### config.mk
export PLATFORM = sky130hd
export DESIGN_NAME = i2c_slave_top
export DESIGN_NICKNAME = d
export VERILOG_FILES = /design/src/verilog/i2c_data_pkg.sv /design/src/verilog/i2c_cfg_pkg.sv /design/src/verilog/i2c_slave_top.sv /design/src/verilog/word_fifo.sv /design/src/verilog/i2c_slave_engine.sv /design/src/verilog/i2c_line_filter.sv
export SDC_FILE = /design/constraint.sdc
export NUM_CORES = 1
export LEC_CHECK = 0
export ABC_AREA = 1
export BUFFER_PORTS_ARGS = -buffer_cell sky130_fd_sc_hd__buf_2
export CAP_MARGIN = 5
export CORE_UTILIZATION = 30
export CTS_CLUSTER_SIZE = 8
export DETAILED_ROUTE_END_ITERATION = 8
export GPL_TIMING_DRIVEN = 0
export MAX_ROUTING_LAYER = met4
export PLACE_DENSITY = 0.56
export SLEW_MARGIN = 20
export SYNTH_ARGS = -nofsm -noshare
export SYNTH_HDL_FRONTEND = slang
export SYNTH_SLANG_ARGS = --single-unit
### constraint.sdc
create_clock -name clk -period 4.16 [get_ports clk]
set_input_delay 0.208 -clock clk [delete_from_list [all_inputs] [get_ports clk]]
set_output_delay 0.208 -clock clk [all_outputs]
set_load 0.02 [all_outputs]
### src/verilog/i2c_data_pkg.sv
`default_nettype none

package i2c_data_pkg;

	// First byte on the bus sits in bits 31:24
	typedef logic [31:0] word_t;

	localparam int BYTES_PER_WORD = 4;

	// Byte engine states
	typedef enum logic [2:0] {
		IDLE  = 3'd0,
		ADDR  = 3'd1, // Address byte coming in
		DWR   = 3'd2, // Write data from master
		DRD   = 3'd3, // Read data to master
		ACKO  = 3'd4, // Our ACK after a data byte
		AACKO = 3'd5, // Our ACK or NACK after the address
		ACKI  = 3'd6  // Master ACK after read byte
	} state_t;

endpackage

`default_nettype wire

### src/verilog/i2c_cfg_pkg.sv
`default_nettype none

// ------------------------------
// Bus timing and addressing
// ------------------------------
package i2c_cfg_pkg;

	// Pin sample chain length, oldest four samples must agree
	localparam int GLITCH_LEN_DEF = 6;

	// Clocks from SCL fall to SDA drive change
	localparam int NEG_DLY_DEF = 16;

	// Words per FIFO
	localparam int FIFO_DEPTH_DEF = 4;

	// Broadcast address, answered next to the own address
	localparam logic [6:0] GENERAL_CALL_ADDR = 7'h00;

endpackage

`default_nettype wire
### src/verilog/i2c_slave_top.sv
`timescale 1ns/1ps
`default_nettype none

module i2c_slave_top #(
	parameter int GLITCH_LEN = i2c_cfg_pkg::GLITCH_LEN_DEF,
	parameter int NEG_DLY    = i2c_cfg_pkg::NEG_DLY_DEF,
	parameter int DEPTH      = i2c_cfg_pkg::FIFO_DEPTH_DEF
) (
	input  logic                clk,
	input  logic                rst,
	input  logic                scl_i,
	input  logic                sda_i,
	output logic                sda_oe_o,
	input  logic [6:0]          own_addr_i,
	input  logic                rx_pop_i,
	output i2c_data_pkg::word_t rx_word_o,
	output logic                rx_empty_o,
	input  logic                tx_push_i,
	input  i2c_data_pkg::word_t tx_word_i,
	output logic                tx_full_o,
	output logic                wr_done_o,
	output logic                rd_done_o,
	output logic                rd_err_o
);

	logic sda_f;
	logic scl_rise;
	logic scl_fall;
	logic start;
	logic stop;
	logic rx_push;
	logic rx_full;
	logic tx_pop;
	logic tx_empty;
	i2c_data_pkg::word_t rx_wdata;
	i2c_data_pkg::word_t tx_head;

	i2c_line_filter #(.GLITCH_LEN(GLITCH_LEN)) u_filter (
		.clk        (clk),
		.rst        (rst),
		.scl_i      (scl_i),
		.sda_i      (sda_i),
		.sda_o      (sda_f),
		.scl_rise_o (scl_rise),
		.scl_fall_o (scl_fall),
		.start_o    (start),
		.stop_o     (stop)
	);

	i2c_slave_engine #(.NEG_DLY(NEG_DLY)) u_engine (
		.clk        (clk),
		.rst        (rst),
		.sda_i      (sda_f),
		.scl_rise_i (scl_rise),
		.scl_fall_i (scl_fall),
		.start_i    (start),
		.stop_i     (stop),
		.own_addr_i (own_addr_i),
		.rx_full_i  (rx_full),
		.tx_empty_i (tx_empty),
		.tx_word_i  (tx_head),
		.sda_oe_o   (sda_oe_o),
		.rx_push_o  (rx_push),
		.tx_pop_o   (tx_pop),
		.rx_word_o  (rx_wdata),
		.wr_done_o  (wr_done_o),
		.rd_done_o  (rd_done_o),
		.rd_err_o   (rd_err_o)
	);

	// Bus to host
	word_fifo #(.DEPTH(DEPTH)) rx_fifo (
		.clk     (clk),
		.rst     (rst),
		.push_i  (rx_push),
		.pop_i   (rx_pop_i),
		.wdata_i (rx_wdata),
		.rdata_o (rx_word_o),
		.full_o  (rx_full),
		.empty_o (rx_empty_o)
	);

	// Host to bus
	word_fifo #(.DEPTH(DEPTH)) tx_fifo (
		.clk     (clk),
		.rst     (rst),
		.push_i  (tx_push_i),
		.pop_i   (tx_pop),
		.wdata_i (tx_word_i),
		.rdata_o (tx_head),
		.full_o  (tx_full_o),
		.empty_o (tx_empty)
	);

endmodule

`default_nettype wire

### src/verilog/word_fifo.sv
`timescale 1ns/1ps
`default_nettype none

module word_fifo #(
	parameter int DEPTH = 4
) (
	input  logic                clk,
	input  logic                rst,
	input  logic                push_i,
	input  logic                pop_i,
	input  i2c_data_pkg::word_t wdata_i,
	output i2c_data_pkg::word_t rdata_o,
	output logic                full_o,
	output logic                empty_o
);

	localparam int AW = (DEPTH > 1) ? $clog2(DEPTH) : 1;
	localparam int CW = $clog2(DEPTH + 1);

	i2c_data_pkg::word_t mem [DEPTH];
	logic [AW-1:0] wr_ptr;
	logic [AW-1:0] rd_ptr;
	logic [CW-1:0] count;
	logic          do_push;
	logic          do_pop;

	// Out of rule strobes fall away here
	assign do_push = push_i & ~full_o;
	assign do_pop  = pop_i & ~empty_o;

	always_ff @(posedge clk) begin
		if (do_push)
			mem[wr_ptr] <= wdata_i;
	end

	always_ff @(posedge clk) begin
		if (rst) begin
			wr_ptr <= '0;
			rd_ptr <= '0;
			count  <= '0;
		end else begin
			if (do_push)
				wr_ptr <= (wr_ptr == AW'(DEPTH - 1)) ? '0 : wr_ptr + AW'(1);
			if (do_pop)
				rd_ptr <= (rd_ptr == AW'(DEPTH - 1)) ? '0 : rd_ptr + AW'(1);
			if (do_push && !do_pop)
				count <= count + CW'(1);
			else if (do_pop && !do_push)
				count <= count - CW'(1);
		end
	end

	assign rdata_o = mem[rd_ptr]; // Head word shown ahead
	assign full_o  = count == CW'(DEPTH);
	assign empty_o = count == '0;

endmodule

`default_nettype wire

### src/verilog/i2c_slave_engine.sv
`timescale 1ns/1ps
`default_nettype none

module i2c_slave_engine #(
	parameter int NEG_DLY = 16
) (
	input  logic                 clk,
	input  logic                 rst,
	input  logic                 sda_i,
	input  logic                 scl_rise_i,
	input  logic                 scl_fall_i,
	input  logic                 start_i,
	input  logic                 stop_i,
	input  logic [6:0]           own_addr_i,
	input  logic                 rx_full_i,
	input  logic                 tx_empty_i,
	input  i2c_data_pkg::word_t  tx_word_i,
	output logic                 sda_oe_o,
	output logic                 rx_push_o,
	output logic                 tx_pop_o,
	output i2c_data_pkg::word_t  rx_word_o,
	output logic                 wr_done_o,
	output logic                 rd_done_o,
	output logic                 rd_err_o
);

	localparam int DW  = $clog2(NEG_DLY + 1);
	localparam int BCW = $clog2(i2c_data_pkg::BYTES_PER_WORD);

	i2c_data_pkg::state_t state_q;
	i2c_data_pkg::state_t state_d;
	i2c_data_pkg::word_t  buf_q;
	logic [2:0]     bit_cnt;
	logic [BCW-1:0] byte_cnt;
	logic [DW-1:0]  dly_cnt;
	logic           neg_dly;
	logic           last_bit;
	logic           last_byte;
	logic           start_seen;
	logic           rw_flg;
	logic           addr_ack;
	logic           addr_hit;
	logic           acki_f;
	logic           sda_drv; // 1 releases the line

	assign last_bit  = bit_cnt == 3'd7;
	assign last_byte = byte_cnt == BCW'(i2c_data_pkg::BYTES_PER_WORD - 1);
	assign addr_hit  = (buf_q[7:1] == own_addr_i) ||
		(buf_q[7:1] == i2c_cfg_pkg::GENERAL_CALL_ADDR);

	// ------------------------------
	// Delayed falling edge
	// ------------------------------
	always_ff @(posedge clk) begin
		if (rst)
			dly_cnt <= '0;
		else if (scl_fall_i)
			dly_cnt <= DW'(1);
		else if (dly_cnt != '0 && dly_cnt != DW'(NEG_DLY))
			dly_cnt <= dly_cnt + DW'(1);
		else
			dly_cnt <= '0;
	end

	assign neg_dly = dly_cnt == DW'(NEG_DLY);

	always_ff @(posedge clk) begin
		if (rst)
			start_seen <= 1'b0;
		else if (start_i)
			start_seen <= 1'b1;
		else if (scl_fall_i)
			start_seen <= 1'b0; // First fall after START opens the address
	end

	// ------------------------------
	// State machine
	// ------------------------------
	always_ff @(posedge clk) begin
		if (rst || start_i || stop_i)
			state_q <= i2c_data_pkg::IDLE;
		else
			state_q <= state_d;
	end

	always_comb begin
		state_d = state_q;
		case (state_q)
			i2c_data_pkg::IDLE:
				if (start_seen && scl_fall_i)
					state_d = i2c_data_pkg::ADDR;
			i2c_data_pkg::ADDR:
				if (last_bit && scl_fall_i)
					state_d = i2c_data_pkg::AACKO;
			i2c_data_pkg::AACKO:
				if (scl_fall_i) begin
					if (!addr_ack)
						state_d = i2c_data_pkg::IDLE;
					else if (rw_flg)
						state_d = i2c_data_pkg::DRD;
					else
						state_d = i2c_data_pkg::DWR;
				end
			i2c_data_pkg::DWR:
				if (last_bit && scl_fall_i)
					state_d = i2c_data_pkg::ACKO;
			i2c_data_pkg::ACKO:
				if (scl_fall_i)
					state_d = i2c_data_pkg::DWR;
			i2c_data_pkg::DRD:
				if (scl_rise_i && sda_i != sda_drv)
					state_d = i2c_data_pkg::IDLE; // Lost the line
				else if (last_bit && scl_fall_i)
					state_d = i2c_data_pkg::ACKI;
			i2c_data_pkg::ACKI:
				if (scl_fall_i)
					state_d = acki_f ? i2c_data_pkg::IDLE : i2c_data_pkg::DRD;
			default:
				state_d = i2c_data_pkg::IDLE;
		endcase
	end

	// ------------------------------
	// Bit and byte counters
	// ------------------------------
	always_ff @(posedge clk) begin
		if (rst || state_q == i2c_data_pkg::IDLE)
			bit_cnt <= 3'd0;
		else if (scl_fall_i && (state_q == i2c_data_pkg::ADDR ||
				state_q == i2c_data_pkg::DWR || state_q == i2c_data_pkg::DRD))
			bit_cnt <= bit_cnt + 3'd1; // Wraps to 0 on the byte end
	end

	always_ff @(posedge clk) begin
		if (rst || state_q == i2c_data_pkg::IDLE)
			byte_cnt <= '0;
		else if (last_bit && scl_fall_i && (state_q == i2c_data_pkg::DWR ||
				state_q == i2c_data_pkg::DRD))
			byte_cnt <= last_byte ? '0 : byte_cnt + BCW'(1);
	end

	// Address decision at the end of the address byte
	always_ff @(posedge clk) begin
		if (rst) begin
			rw_flg   <= 1'b0;
			addr_ack <= 1'b0;
		end else if (state_q == i2c_data_pkg::ADDR && last_bit && scl_fall_i) begin
			rw_flg   <= buf_q[0];
			addr_ack <= addr_hit && (buf_q[0] ? ~tx_empty_i : ~rx_full_i);
		end
	end

	always_ff @(posedge clk) begin
		if (rst)
			acki_f <= 1'b1;
		else if (state_q == i2c_data_pkg::ACKI && scl_rise_i)
			acki_f <= sda_i; // High means master NACK
	end

	// ------------------------------
	// SDA drive
	// ------------------------------
	always_ff @(posedge clk) begin
		if (rst || state_q == i2c_data_pkg::IDLE)
			sda_drv <= 1'b1;
		else if (neg_dly) begin
			case (state_q)
				i2c_data_pkg::AACKO: sda_drv <= ~addr_ack;
				i2c_data_pkg::ACKO:  sda_drv <= 1'b0;
				i2c_data_pkg::DRD:   sda_drv <= buf_q[31];
				default:             sda_drv <= 1'b1;
			endcase
		end
	end

	assign sda_oe_o = ~sda_drv;

	// Shift in on address and write, out on read, reload on pop
	always_ff @(posedge clk) begin
		if (tx_pop_o)
			buf_q <= tx_word_i;
		else if (scl_rise_i && state_q == i2c_data_pkg::DRD)
			buf_q <= {buf_q[30:0], 1'b0};
		else if (scl_rise_i && (state_q == i2c_data_pkg::ADDR ||
				state_q == i2c_data_pkg::DWR))
			buf_q <= {buf_q[30:0], sda_i};
	end

	assign rx_word_o = buf_q;

	// ------------------------------
	// FIFO strobes and status
	// ------------------------------
	always_ff @(posedge clk) begin
		if (rst) begin
			rx_push_o <= 1'b0;
			tx_pop_o  <= 1'b0;
			wr_done_o <= 1'b0;
			rd_done_o <= 1'b0;
			rd_err_o  <= 1'b0;
		end else begin
			rx_push_o <= state_q == i2c_data_pkg::DWR && last_bit && scl_fall_i && last_byte;
			tx_pop_o  <= scl_rise_i && ~tx_empty_i &&
				((state_q == i2c_data_pkg::AACKO && addr_ack && rw_flg) ||
				(state_q == i2c_data_pkg::ACKI && ~sda_i && byte_cnt == '0));
			wr_done_o <= state_q == i2c_data_pkg::DWR && (start_i || stop_i);
			rd_done_o <= state_q == i2c_data_pkg::ACKI && scl_fall_i && acki_f;
			rd_err_o  <= state_q == i2c_data_pkg::DRD && scl_rise_i && sda_i != sda_drv;
		end
	end

endmodule

`default_nettype wire

### src/verilog/i2c_line_filter.sv
`timescale 1ns/1ps
`default_nettype none

module i2c_line_filter #(
	parameter int GLITCH_LEN = 6
) (
	input  logic clk,
	input  logic rst,
	input  logic scl_i,
	input  logic sda_i,
	output logic sda_o,
	output logic scl_rise_o,
	output logic scl_fall_o,
	output logic start_o,
	output logic stop_o
);

	logic [GLITCH_LEN-1:0] scl_f;
	logic [GLITCH_LEN-1:0] sda_f;
	logic [3:0] scl_old;
	logic [3:0] sda_old;
	logic scl_q;
	logic scl_r;
	logic sda_q;
	logic sda_r;

	// Sample chains, idle bus reads high
	always_ff @(posedge clk) begin
		if (rst) begin
			scl_f <= '1;
			sda_f <= '1;
		end else begin
			scl_f <= {scl_f[GLITCH_LEN-2:0], scl_i};
			sda_f <= {sda_f[GLITCH_LEN-2:0], sda_i};
		end
	end

	assign scl_old = scl_f[GLITCH_LEN-1 -: 4];
	assign sda_old = sda_f[GLITCH_LEN-1 -: 4];

	// ------------------------------
	// Filtered levels
	// ------------------------------
	always_ff @(posedge clk) begin
		if (rst) begin
			scl_q <= 1'b1;
			sda_q <= 1'b1;
			scl_r <= 1'b1;
			sda_r <= 1'b1;
		end else begin
			if (&scl_old)
				scl_q <= 1'b1;
			else if (~|scl_old)
				scl_q <= 1'b0; // Mixed samples hold the old level
			if (&sda_old)
				sda_q <= 1'b1;
			else if (~|sda_old)
				sda_q <= 1'b0;
			scl_r <= scl_q;
			sda_r <= sda_q;
		end
	end

	assign sda_o      = sda_q;
	assign scl_rise_o = scl_q & ~scl_r;
	assign scl_fall_o = ~scl_q & scl_r;
	// SDA moves while SCL stays high
	assign start_o    = scl_q & scl_r & sda_r & ~sda_q;
	assign stop_o     = scl_q & scl_r & ~sda_r & sda_q;

endmodule

`default_nettype wire

==> metrics.md, run 1 <==
| Metric | Value |
|---|---|
| CTS tree | built |
| Share of the yosys chip area belonging to registers | 72.80% |
| Clock Tree Buf Depth | 3 |
| Critical-path maximum fanout | 10 |
| Ports | 83 |
| WP data required | 3950 ps |
| Grt ovf | 0 |
| Hold crit path type | primary input to register |
| Initial antenna violation count | 5 |
| Outcome | finished clean |
| Initial DRC Count | 448 |
| Die Y | 213.7 um |
| Clock skew | 22.69 ps |
| Total wire length | 31020 um |
| Number of cell rows | 77 |
| Synth Instances | 1097 |
| Post-synthesis to final-layout area growth | 23.76% |
| All-Layer GR Usage | 14.25% |
| Setup Viol. Count Final | 0 |
| Yosys top cell by area | edfxtp_1 |
| Setup TNS | 0 ps |
| Clk slew on worst S/H paths | 50 ps |
| Least-Margin Pin Slew | 663.0 ps |
| Clk root buf | clkbuf_16 |
| Worst r2r src | tx_fifo.count[0] |
| Final Max Tran Viols | 0 |
| Startpoint class of the critical path | register |
| DRC violations left | 0 |
| Vias per inst | 4.509 |
| Fin crit period | 2554 ps |
| Achievable frequency | 391.6 MHz |
| Initial Util | 30.41% |
| Leakage power | 5.901 nW |
| CP peak stage delay | 420 ps |
| Count leader, synth | edfxtp_1 |
| Distinct cells, synth | 41 |
| Most common cell on crit path | buf_2 |
| Setup Crit Path Kind | register to primary output |
| Vias in the first global route | 8409 |
| Pin count of the biggest net entering global routing | 26 |
| Largest cells by area after synthesis | edfxtp_1, dfxtp_1, nor2_1, o21ai_0, o22ai_1 |
| Pwr Total | 0.008752 W |
| Synth cell count leaders | edfxtp_1, nor2_1, o21ai_0, inv_1 |
| Post-route ant nets | 0 |
| Core area | 44220 um^2 |
| Tcrit/Tclk final | 61.38% |
| RR Endpoint | tx_fifo.count[2] |
| Post-synth EDFFs | 288 |
| Setup crit end | rx_word_o[20] |
| H-tree depth | 2 |
| Routed via count | 8518 |
| Power density cells | 525.9 nW/um^2 |
| Cts bufs inserted | 49 |
| DR WL/cell | 16.42 um |
| Placed Cells | 1780 |
| Hpwl dp | 21510 um |
| Sink Count | 345 |
| Synth Register Bits | 345 |
| Critical path's slowest cell | clkbuf_1 |
| Mapped Nets | 1162 |
| Hold Vio Cnt, Final | 0 |
| Synthesized area | 13450 um^2 |
| CP endpoint kind | primary output |
| FFs w/ async S/R, synth | 0% |
| Die ar. | 45670 um^2 |
| Initial DRT Pass Iterations | 5 |
| FF-to-FF path depth | 10 |
| Port Buffers | 82 |
| First-pass GRT wire length | 47720 um |
| Die width | 213.7 um |
| Worst VDD drop | 0.3004 mV |
| Worst-skew pair later-pin latency | 560 ps |
| Post-CTS resize count | 0 |
| Post-synth top flop | edfxtp_1 |
| Unrepaired setup endpoints after global routing | no |
| Mean Syn Cell Area | 12.26 um^2 |
| Gpl congestion | 0.8018 |
| Nets | 1340 |
| Min Hold Slack | 115.5 ps |
| Max-cap violations | 0 |
| Critical Path AT | 2350 ps |
| Final design utilization | 37.63% |
| Crit path cell chain | buf_2 -> inv_2 -> clkbuf_1 -> o21ai_0 -> o22ai_1 -> buf_2 |
| Post-synth top area share | 64.32% |
| Rel. slew slack | 55.69% |
| Reg-to-reg setup timing slack | 1780 ps |
| Layout cell share with drive strength beyond 1 | 15.94% |
| Synthesis Warnings | 0 |
| Fin cells | 1889 |
==> area by class of cell <==
cell class | instances | area (um^2)
fillers | 4206 | 27580
inverters | 74 | 277.8
flip-flops and latches | 345 | 9789
repair buffers | 127 | 1018
diodes | 5 | 12.51
plain buffers | 50 | 221.5
clock inverters | 3 | 45.04
well taps | 592 | 740.7
multi-input cells | 628 | 3229
clock buffers | 65 | 1308
==> worst max-delay path, delay by kind of cell, from the launching register on <==
family	cells	cell delay [ps]
compound gates	2	460
buf+inv	4	1010
flops	1	320
==> stage by stage <==
stage          setup WS [ps]  instance area [um^2]
3_5_place_dp            1818                 14920
6_report                1607                 16640
4_1_cts                 1538                 16630
5_1_grt                 1416                 16640
2_1_floorplan          796.2                 13450
3_3_place_gp          -208.6                 14600
==> what timing repair did <==
| action | in CTS | in global routing |
|---|---|---|
| setup buffers | 0 | 0 |
| hold endpoints to repair | 133 | 0 |
| hold buffers | 36 | 0 |
==> cell usage in the layout (no fill, tap or decap), types with 2 or more instances in the layout <==
cell,Yosys,final
nor2_4,1,9
fa_1,2,2
a41oi_1,2,2
nand3_1,16,16
nand2_2,4,4
a31oi_1,25,25
ha_1,18,18
o211a_1,2,2
buf_2,15,97
buf_1,3,3
nor2_2,4,4
xnor2_1,2,2
edfxtp_1,288,288
diode_2,0,5
o21ai_4,1,2
clkbuf_1,29,44
dlygate4sd3_1,0,36
nor2_1,238,230
nand3_2,4,4
inv_1,66,66
nor3_1,4,4
inv_2,7,7
xor2_1,3,3
o21ai_1,18,18
o22ai_1,40,40
a211oi_1,3,3
or2_2,12,12
dfxtp_1,57,57
buf_4,2,2
a21oi_1,19,19
nor4_1,5,5
nand2_1,57,57
o21ai_0,140,139
buf_16,0,9
clkbuf_16,0,50
==> report_power, final <==
group          total, W  switching (W)  internal (W)  leakage, nW
clock           0.00351        0.00135       0.00216        0.655
combinational   0.00135       0.000935      0.000412         2.17
sequential      0.00389      0.0000434       0.00385         3.07
==> per-layer routing <==
metal,vias to the layer above,wire [um],track usage [%]
met5,-,0,-
met4,0,589,4.261
met3,46,1293,2.548
met2,157,15500,23.82
met1,4063,13630,17.57
li1,4252,-,-
==> registers in the layout, summed over array words and instances, names as in the netlist, 2 cells and up, named ones only <==
register and cells:
u_engine.rx_word_o 32, u_filter.scl_f 6, u_filter.sda_f 6, tx_fifo.wr_ptr 2, rx_fifo.wr_ptr 2, tx_fifo.count 3
u_engine.state_q 3, tx_fifo.rd_ptr 2, tx_fifo.mem 128, u_engine.byte_cnt 2, u_engine.dly_cnt 5, rx_fifo.rd_ptr 2
rx_fifo.mem 128, u_engine.bit_cnt 3, rx_fifo.count 3
==> kinds of logic after synthesis <==
family	Yosys count	synth area share, %
flops	345	72.80
fa+ha+maj	20	1.973
compound gates	256	10.56
simple gates	347	10.63
xor+xnor	5	0.3257
buf+inv	124	3.713
==> how the worst min path moves through the flow <==
stage | startpoint | to | cells after the start | slack (ps)
finish | rx_pop_i | rx_fifo.rd_ptr[1] | 4 | 120
global route | rx_pop_i | register | 4 | 150
CTS | rx_pop_i | register | 4 | 110
detailed placement | scl_i | u_filter.scl_f[0] | 2 | 390
global placement | scl_i | u_filter.scl_f[0] | 2 | 390
floorplan | tx_word_i[0] | tx_fifo.mem[0][0] | 0 | 310
Power figures use the tool's default switching activity.
==> inputs of run 2 (changes only) <==
--- a/config.mk
+++ b/config.mk
@@ -13,7 +13,7 @@
 export DETAILED_ROUTE_END_ITERATION = 8
 export GPL_TIMING_DRIVEN = 0
 export MAX_ROUTING_LAYER = met4
-export PLACE_DENSITY = 0.56
+export PLACE_DENSITY = 0.58
 export SLEW_MARGIN = 20
 export SYNTH_ARGS = -nofsm -noshare
 export SYNTH_HDL_FRONTEND = slang
==> constraint.sdc (replaced) <==
create_clock -name clk -period 2.28 [get_ports clk]
set_input_delay 0.114 -clock clk [delete_from_list [all_inputs] [get_ports clk]]
set_output_delay 0.114 -clock clk [all_outputs]
set_load 0.02 [all_outputs]
==> run 2 against run 1 <==
  * First-iteration DRC count grew 60%
  * Clock skew down 10 ps
  * Cell count stayed put
  * Register-to-register slack worse by 1600 ps
==> metrics.md, run 2 (synthesis results as in run 1) <==
| Metric | Value |
|---|---|
| Outcome | finished clean (unchanged) |
| Power density cells | 961.9 nW/um^2 (was 525.9 nW/um^2) |
| Initial DRT Pass Iterations | 5 (unchanged) |
| Final setup margin | 175.6 ps (was 1607 ps) |
| Initial antenna violation count | 5 (unchanged) |
| Routed via count | 8666 (was 8518) |
| Hpwl dp | 21170 um (was 21510 um) |
| Worst-skew pair later-pin latency | 550 ps (was 560 ps) |
| Total wire length | 31150 um (was 31020 um) |
| Port Buffers | 82 (unchanged) |
| Critical Path AT | 1990 ps (was 2350 ps) |
| DR WL/cell | 16.49 um (was 16.42 um) |
| Final design utilization | 37.93% (was 37.63%) |
| Number of cell rows | 77 (unchanged) |
| Setup Viol. Count Final | 0 (unchanged) |
| Ports | 83 (unchanged) |
| Gpl congestion | 0.8080 (was 0.8018) |
| Unrepaired setup endpoints after global routing | no (unchanged) |
| CTS tree | built (unchanged) |
| Sink Count | 345 (unchanged) |
| Grt ovf | 0 (unchanged) |
| Fill cell count | 4214 (was 4206) |
| Leakage power | 5.982 nW (was 5.901 nW) |
| Least-Margin Pin Slew | 649.5 ps (was 663.0 ps) |
| Core area | 44220 um^2 (unchanged) |
| Die ar. | 45670 um^2 (unchanged) |
| CP peak stage delay | 350 ps (was 420 ps) |
| Layout cell share with drive strength beyond 1 | 18.58% (was 15.94%) |
| Cell family with most CP delay | buffers and inverters (unchanged) |
| Most common cell on crit path | buf_2 (unchanged) |
| Clk slew on worst S/H paths | 50 ps (about the same) |
| Vias per inst | 4.588 (was 4.509) |
| Nets | 1340 (unchanged) |
| Post-route ant nets | 0 (unchanged) |
| Clock Tree Buf Depth | 3 (unchanged) |
| Critical path's slowest cell | dfxtp_1 (was clkbuf_1) |
| Die Y | 213.7 um (unchanged) |
| Most frequent cells in the layout | edfxtp_1, nor2_1, o21ai_0, buf_2, inv_1 (unchanged) |
| Fin cells | 1889 (unchanged) |
| Worst VDD drop | 0.5486 mV (was 0.3004 mV) |
| Min Hold Slack | 8.979 ps (was 115.5 ps) |
| Initial Util | 30.41% (unchanged) |
| Setup Crit Path Kind | register to primary output (unchanged) |
| Cts bufs inserted | 49 (unchanged) |
| Startpoint class of the critical path | register (unchanged) |
| Die width | 213.7 um (unchanged) |
| Max-cap violations | 0 (unchanged) |
| Pin count of the biggest net entering global routing | 26 (unchanged) |
| Hold Vio Cnt, Final | 0 (unchanged) |
| CP endpoint kind | primary output (unchanged) |
| Achievable frequency | 475.2 MHz |
| Final Max Tran Viols | 0 (unchanged) |
| Setup TNS | 0 ps (unchanged) |
| DRC violations left | 0 (unchanged) |
| Placed Cells | 1780 (unchanged) |
| Rel. slew slack | 56.70% (was 55.69%) |
| Critical-path maximum fanout | 10 (unchanged) |
| H-tree depth | 2 (unchanged) |
| Clk root buf | clkbuf_16 (unchanged) |
| Tcrit/Tclk final | 92.30% |
| CP bufs+invs | 3 (was 4) |
| Post-synthesis to final-layout area growth | 24.74% (was 23.76%) |
| First-pass GRT wire length | 48160 um (was 47720 um) |
| WP data required | 2170 ps (was 3950 ps) |
| Vias in the first global route | 8615 (was 8409) |
| Commonest non-fill, non-tap cell in the layout | edfxtp_1 (unchanged) |
| Fin crit period | 2104 ps |
| Worst slack, placed | -120.8 ps (was 1818 ps) |
| All-Layer GR Usage | 14.31% (was 14.25%) |
| Initial DRC Count | 716 (was 448) |
| Clock skew | 12.34 ps (was 22.69 ps) |
| Hold crit path type | primary input to register (unchanged) |
| Crit path cell chain | clkbuf_4 -> buf_2 -> o21ai_0 -> o22ai_1 -> buf_2 (was buf_2 -> inv_2 -> clkbuf_1 -> o21ai_0 -> o22ai_1 -> buf_2) |
[run 2: cell count changes in the layout (fill, tap and decap cells not counted), sizes merged]
| cell | delta |
|---|---|
| buf | -2 |
| clkbuf | +2 |
[run 2: per-layer routing]
| layer | global-route usage, % | wire length [um] | vias up |
|---|---|---|---|
| li1 | - | - | 4254 |
| met1 | 17.82 | 13690 | 4166 |
| met2 | 23.50 | 15230 | 206 |
| met3 | 2.417 | 1441 | 40 |
| met4 | 5.074 | 791 | 0 |
| met5 | - | 0 | - |
[run 2: layout make-up]
cell class                 count  area (um^2)  area share [%]
multi-input combinational    628         3349           19.97
antenna                        5        12.51         0.07459
timing repair buffer         127        988.4           5.893
tap                          592        740.7           4.416
sequential                   345         9792           58.38
buffer                        50        257.7           1.537
clock buffer                  65         1308           7.795
inverter                      74        280.3           1.671
clock inverter                 3        45.04          0.2685
[run 2: worst paths after layout]
kind	startpoint	endpoint	slack (ps)	depth (start not counted)
setup reg to reg	u_engine.tx_pop_o	tx_fifo.count[2]	210	11
hold reg to reg	u_filter.sda_f[1]	u_filter.sda_f[2]	410	1
hold / removal	tx_push_i	tx_fifo.wr_ptr[1]	9	3
setup / recovery	register	rx_word_o[26]	180	5
[run 2: stage by stage]
stage,instance area (um^2),power (W)
2_1_floorplan,13450,0.008691
3_3_place_gp,14600,0.009599
3_5_place_dp,14890,0.009684
4_1_cts,16660,0.01620
5_1_grt,16770,0.01680
6_report,16770,0.01613
[run 2: power by group]
part | leakage, nW | total [W] | internal, W | switching (W)
Sequential | 3.07 | 0.00711 | 0.00702 | 0.0000881
Clock | 0.655 | 0.00640 | 0.00394 | 0.00246
Combinational | 2.25 | 0.00262 | 0.000847 | 0.00177
[run 2: tightest hold or removal path, delay by kind of cell]
kind                   cells  cell delay, ps
AOI/OAI and AO/OA          1              90
buffers and inverters      1             110
and+or+nand+nor            1             170
[run 2: repair_timing]
| action | 4_1_cts | 5_1_grt |
|---|---|---|
| setup buffers | 0 | 0 |
| resized for setup | 21 | 30 |
| pin swaps | 0 | 4 |
| hold endpoints to repair | 135 | 0 |
| hold buffers | 36 | 0 |
| endpoints found under the setup margin | 23 | 22 |
==> inputs of run 3 (changes only) <==
--- a/config.mk
+++ b/config.mk
@@ -9,6 +9,7 @@
 export BUFFER_PORTS_ARGS = -buffer_cell sky130_fd_sc_hd__buf_2
 export CAP_MARGIN = 5
 export CORE_UTILIZATION = 30
+export CTS_BUF_LIST = sky130_fd_sc_hd__clkbuf_16
 export CTS_CLUSTER_SIZE = 8
 export DETAILED_ROUTE_END_ITERATION = 8
 export GPL_TIMING_DRIVEN = 0
==> constraint.sdc (replaced) <==
create_clock -name clk -period 2.28 [get_ports clk]
set_input_delay 0.114 -clock clk [delete_from_list [all_inputs] [get_ports clk]]
set_output_delay 0.114 -clock clk [all_outputs]
set_load 0.05 [all_outputs]
==> run 3 against run 2 <==
  * Cell count is essentially flat
  * Die area is the same
  * Sequential power is essentially flat
  * Critical path depth grew 1
  * Sequential share of layout area shrank 0.18 points
  * Global-route usage is essentially flat
  * Utilization grew 0.12 points
  * Fmax shrank 3.0%
  * Setup slack lost 65 ps
  * Worst hold slack lost 0.77 ps
  * Clock skew grew 0.79 ps
  * Non-clock buffer count is the same
  * Highest routed layer unchanged
==> metrics.md, run 3 (synthesis results as in run 1) <==
| Metric | Value |
|---|---|
| Vias in the first global route | 8613 (was 8615) |
| Grt ovf | 0 (unchanged) |
| Gpl congestion | 0.8080 (unchanged) |
| Setup Viol. Count Final | 0 (unchanged) |
| Core area | 44220 um^2 (unchanged) |
| Commonest non-fill, non-tap cell in the layout | edfxtp_1 (unchanged) |
| Critical-path maximum fanout | 10 (unchanged) |
| Setup TNS | 0 ps (unchanged) |
| Hold Vio Cnt, Final | 0 (unchanged) |
| Die width | 213.7 um (unchanged) |
| Tcrit/Tclk final | 95.17% (was 92.30%) |
| Hpwl dp | 21170 um (unchanged) |
| Total wire length | 31130 um (was 31150 um) |
| Worst VDD drop | 0.5466 mV (was 0.5486 mV) |
| CTS tree | built (unchanged) |
| Initial antenna violation count | 5 (unchanged) |
| Most frequent cells in the layout | edfxtp_1, nor2_1, o21ai_0, inv_1, buf_2 (was edfxtp_1, nor2_1, o21ai_0, buf_2, inv_1) |
| Area after DPL | 14890 um^2 (unchanged) |
| H-tree depth | 2 (unchanged) |
| Layout cell share with drive strength beyond 1 | 18.58% (unchanged) |
| Initial Util | 30.41% (unchanged) |
| DR WL/cell | 16.47 um (was 16.49 um) |
| First-pass GRT wire length | 48180 um (was 48160 um) |
| Cts bufs inserted | 49 (unchanged) |
| Initial DRC Count | 670 (was 716) |
| Post-route ant nets | 0 (unchanged) |
| CP endpoint kind | primary output (unchanged) |
| DRC violations left | 0 (unchanged) |
| Hold crit path type | primary input to register (unchanged) |
| Routed via count | 8634 (was 8666) |
| Clk root buf | clkbuf_16 (unchanged) |
| RR Endpoint | tx_fifo.count[2] (unchanged) |
| Worst r2r src | u_engine.tx_pop_o (unchanged) |
| Startpoint class of the critical path | register (unchanged) |
| Die Y | 213.7 um (unchanged) |
| Setup crit end | rx_word_o[30] (was rx_word_o[26]) |
| Clock Tree Buf Depth | 3 (unchanged) |
| Initial DRT Pass Iterations | 5 (unchanged) |
| Pin count of the biggest net entering global routing | 26 (unchanged) |
| FF-to-FF path depth | 11 (unchanged) |
| Outcome | finished clean (unchanged) |
| Max-cap violations | 0 (unchanged) |
| Post-CTS Setup Inserts | 0 (unchanged) |
| Number of cell rows | 77 (unchanged) |
| WP data required | 2170 ps (about the same) |
| Reg-to-reg setup timing slack | 210 ps (about the same) |
| Clk slew on worst S/H paths | 50 ps (about the same) |
| Rel. slew slack | 56.37% (was 56.70%) |
| All-Layer GR Usage | 14.32% (was 14.31%) |
| Nets | 1340 (unchanged) |
| Clock skew | 13.13 ps (was 12.34 ps) |
| Ports | 83 (unchanged) |
| Vias per inst | 4.568 (was 4.588) |
| Power density cells | 1000 nW/um^2 (was 961.9 nW/um^2) |
| Final Max Tran Viols | 0 (unchanged) |
| Post-synthesis to final-layout area growth | 25.13% (was 24.74%) |
| Worst-skew pair later-pin latency | 550 ps (about the same) |
| Port Buffers | 82 (unchanged) |
| Unrepaired setup endpoints after global routing | no (unchanged) |
| Leakage power | 6.059 nW (was 5.982 nW) |
| Sink Count | 345 (unchanged) |
| Fin crit period | 2170 ps (was 2104 ps) |
| Final design utilization | 38.05% (was 37.93%) |
| Fill cell count | 4209 (was 4214) |
| Final instance area | 16830 um^2 (was 16770 um^2) |
| Setup Crit Path Kind | register to primary output (unchanged) |
| Die ar. | 45670 um^2 (unchanged) |
| Critical Path AT | 2060 ps (was 1990 ps) |
| Achievable frequency | 460.9 MHz (was 475.2 MHz) |
| Least-Margin Pin Slew | 652.9 ps (was 649.5 ps) |
## run 3: final cells by class
type	count	area, um^2	area share (%)
multi-input cells	628	3349	19.91
clock buffers	50	1251	7.436
clock inverters	18	101.3	0.6023
repair buffers	127	1036	6.157
flip-flops and latches	345	9792	58.19
inverters	74	280.3	1.666
well taps	592	740.7	4.402
plain buffers	50	260.3	1.547
diodes	6	15.01	0.08923
## run 3: critical path, cell delays in order, from the launching register on
cell and delay [ps]:
dfxtp_1 320, clkbuf_4 200, inv_4 130, buf_4 220, nor2_1 50, o22ai_1 250, buf_2 320
## run 3: worst min-delay path by stage
stage                        end  cells after the start    startpoint  slack, ps
3_5_place_dp   u_filter.scl_f[0]                      2         scl_i        300
4_1_cts        rx_fifo.rd_ptr[1]                      4      rx_pop_i          8
6_report                register                      4      rx_pop_i          8
5_1_grt        tx_fifo.wr_ptr[1]                      3     tx_push_i         10
2_1_floorplan  tx_fifo.mem[0][0]                      0  tx_word_i[0]        210
3_3_place_gp   u_filter.scl_f[0]                      2         scl_i        300
## run 3: through the flow
step | hold slack [ps] | cells | total power [W] | setup slack, ps
after CTS | 8.423 | 1884 | 0.01695 | -8.282
after global placement | 298.8 | 1771 | 0.01026 | -1550
final | 8.206 | 1890 | 0.01683 | 110.2
after detailed placement | 302.4 | 1780 | 0.01035 | -120.8
after floorplan | 212.9 | 1097 | 0.009355 | -183.5
after global routing | 11.70 | 1889 | 0.01751 | 11.73
## run 3: where the power goes
part           switching, W  internal [W]  total [W]
logic               0.00244      0.000945    0.00339
clock network       0.00245       0.00387    0.00633
registers         0.0000881       0.00702    0.00711
total               0.00499        0.0118     0.0168
## run 3: repair_timing
item,CTS,global route
hold endpoints to repair,135,0
hold buffers,36,0
pin swaps,0,1
resized for setup,49,24
endpoints found under the setup margin,34,28
## run 3: layer usage
layer / global-route usage [%] / vias to the layer above / routed length, um
li1: - / 4252 / -
met1: 17.84 / 4121 / 13530
met2: 23.51 / 217 / 15110
met3: 2.417 / 44 / 1610
met4: 5.074 / 0 / 869
met5: - / - / 0
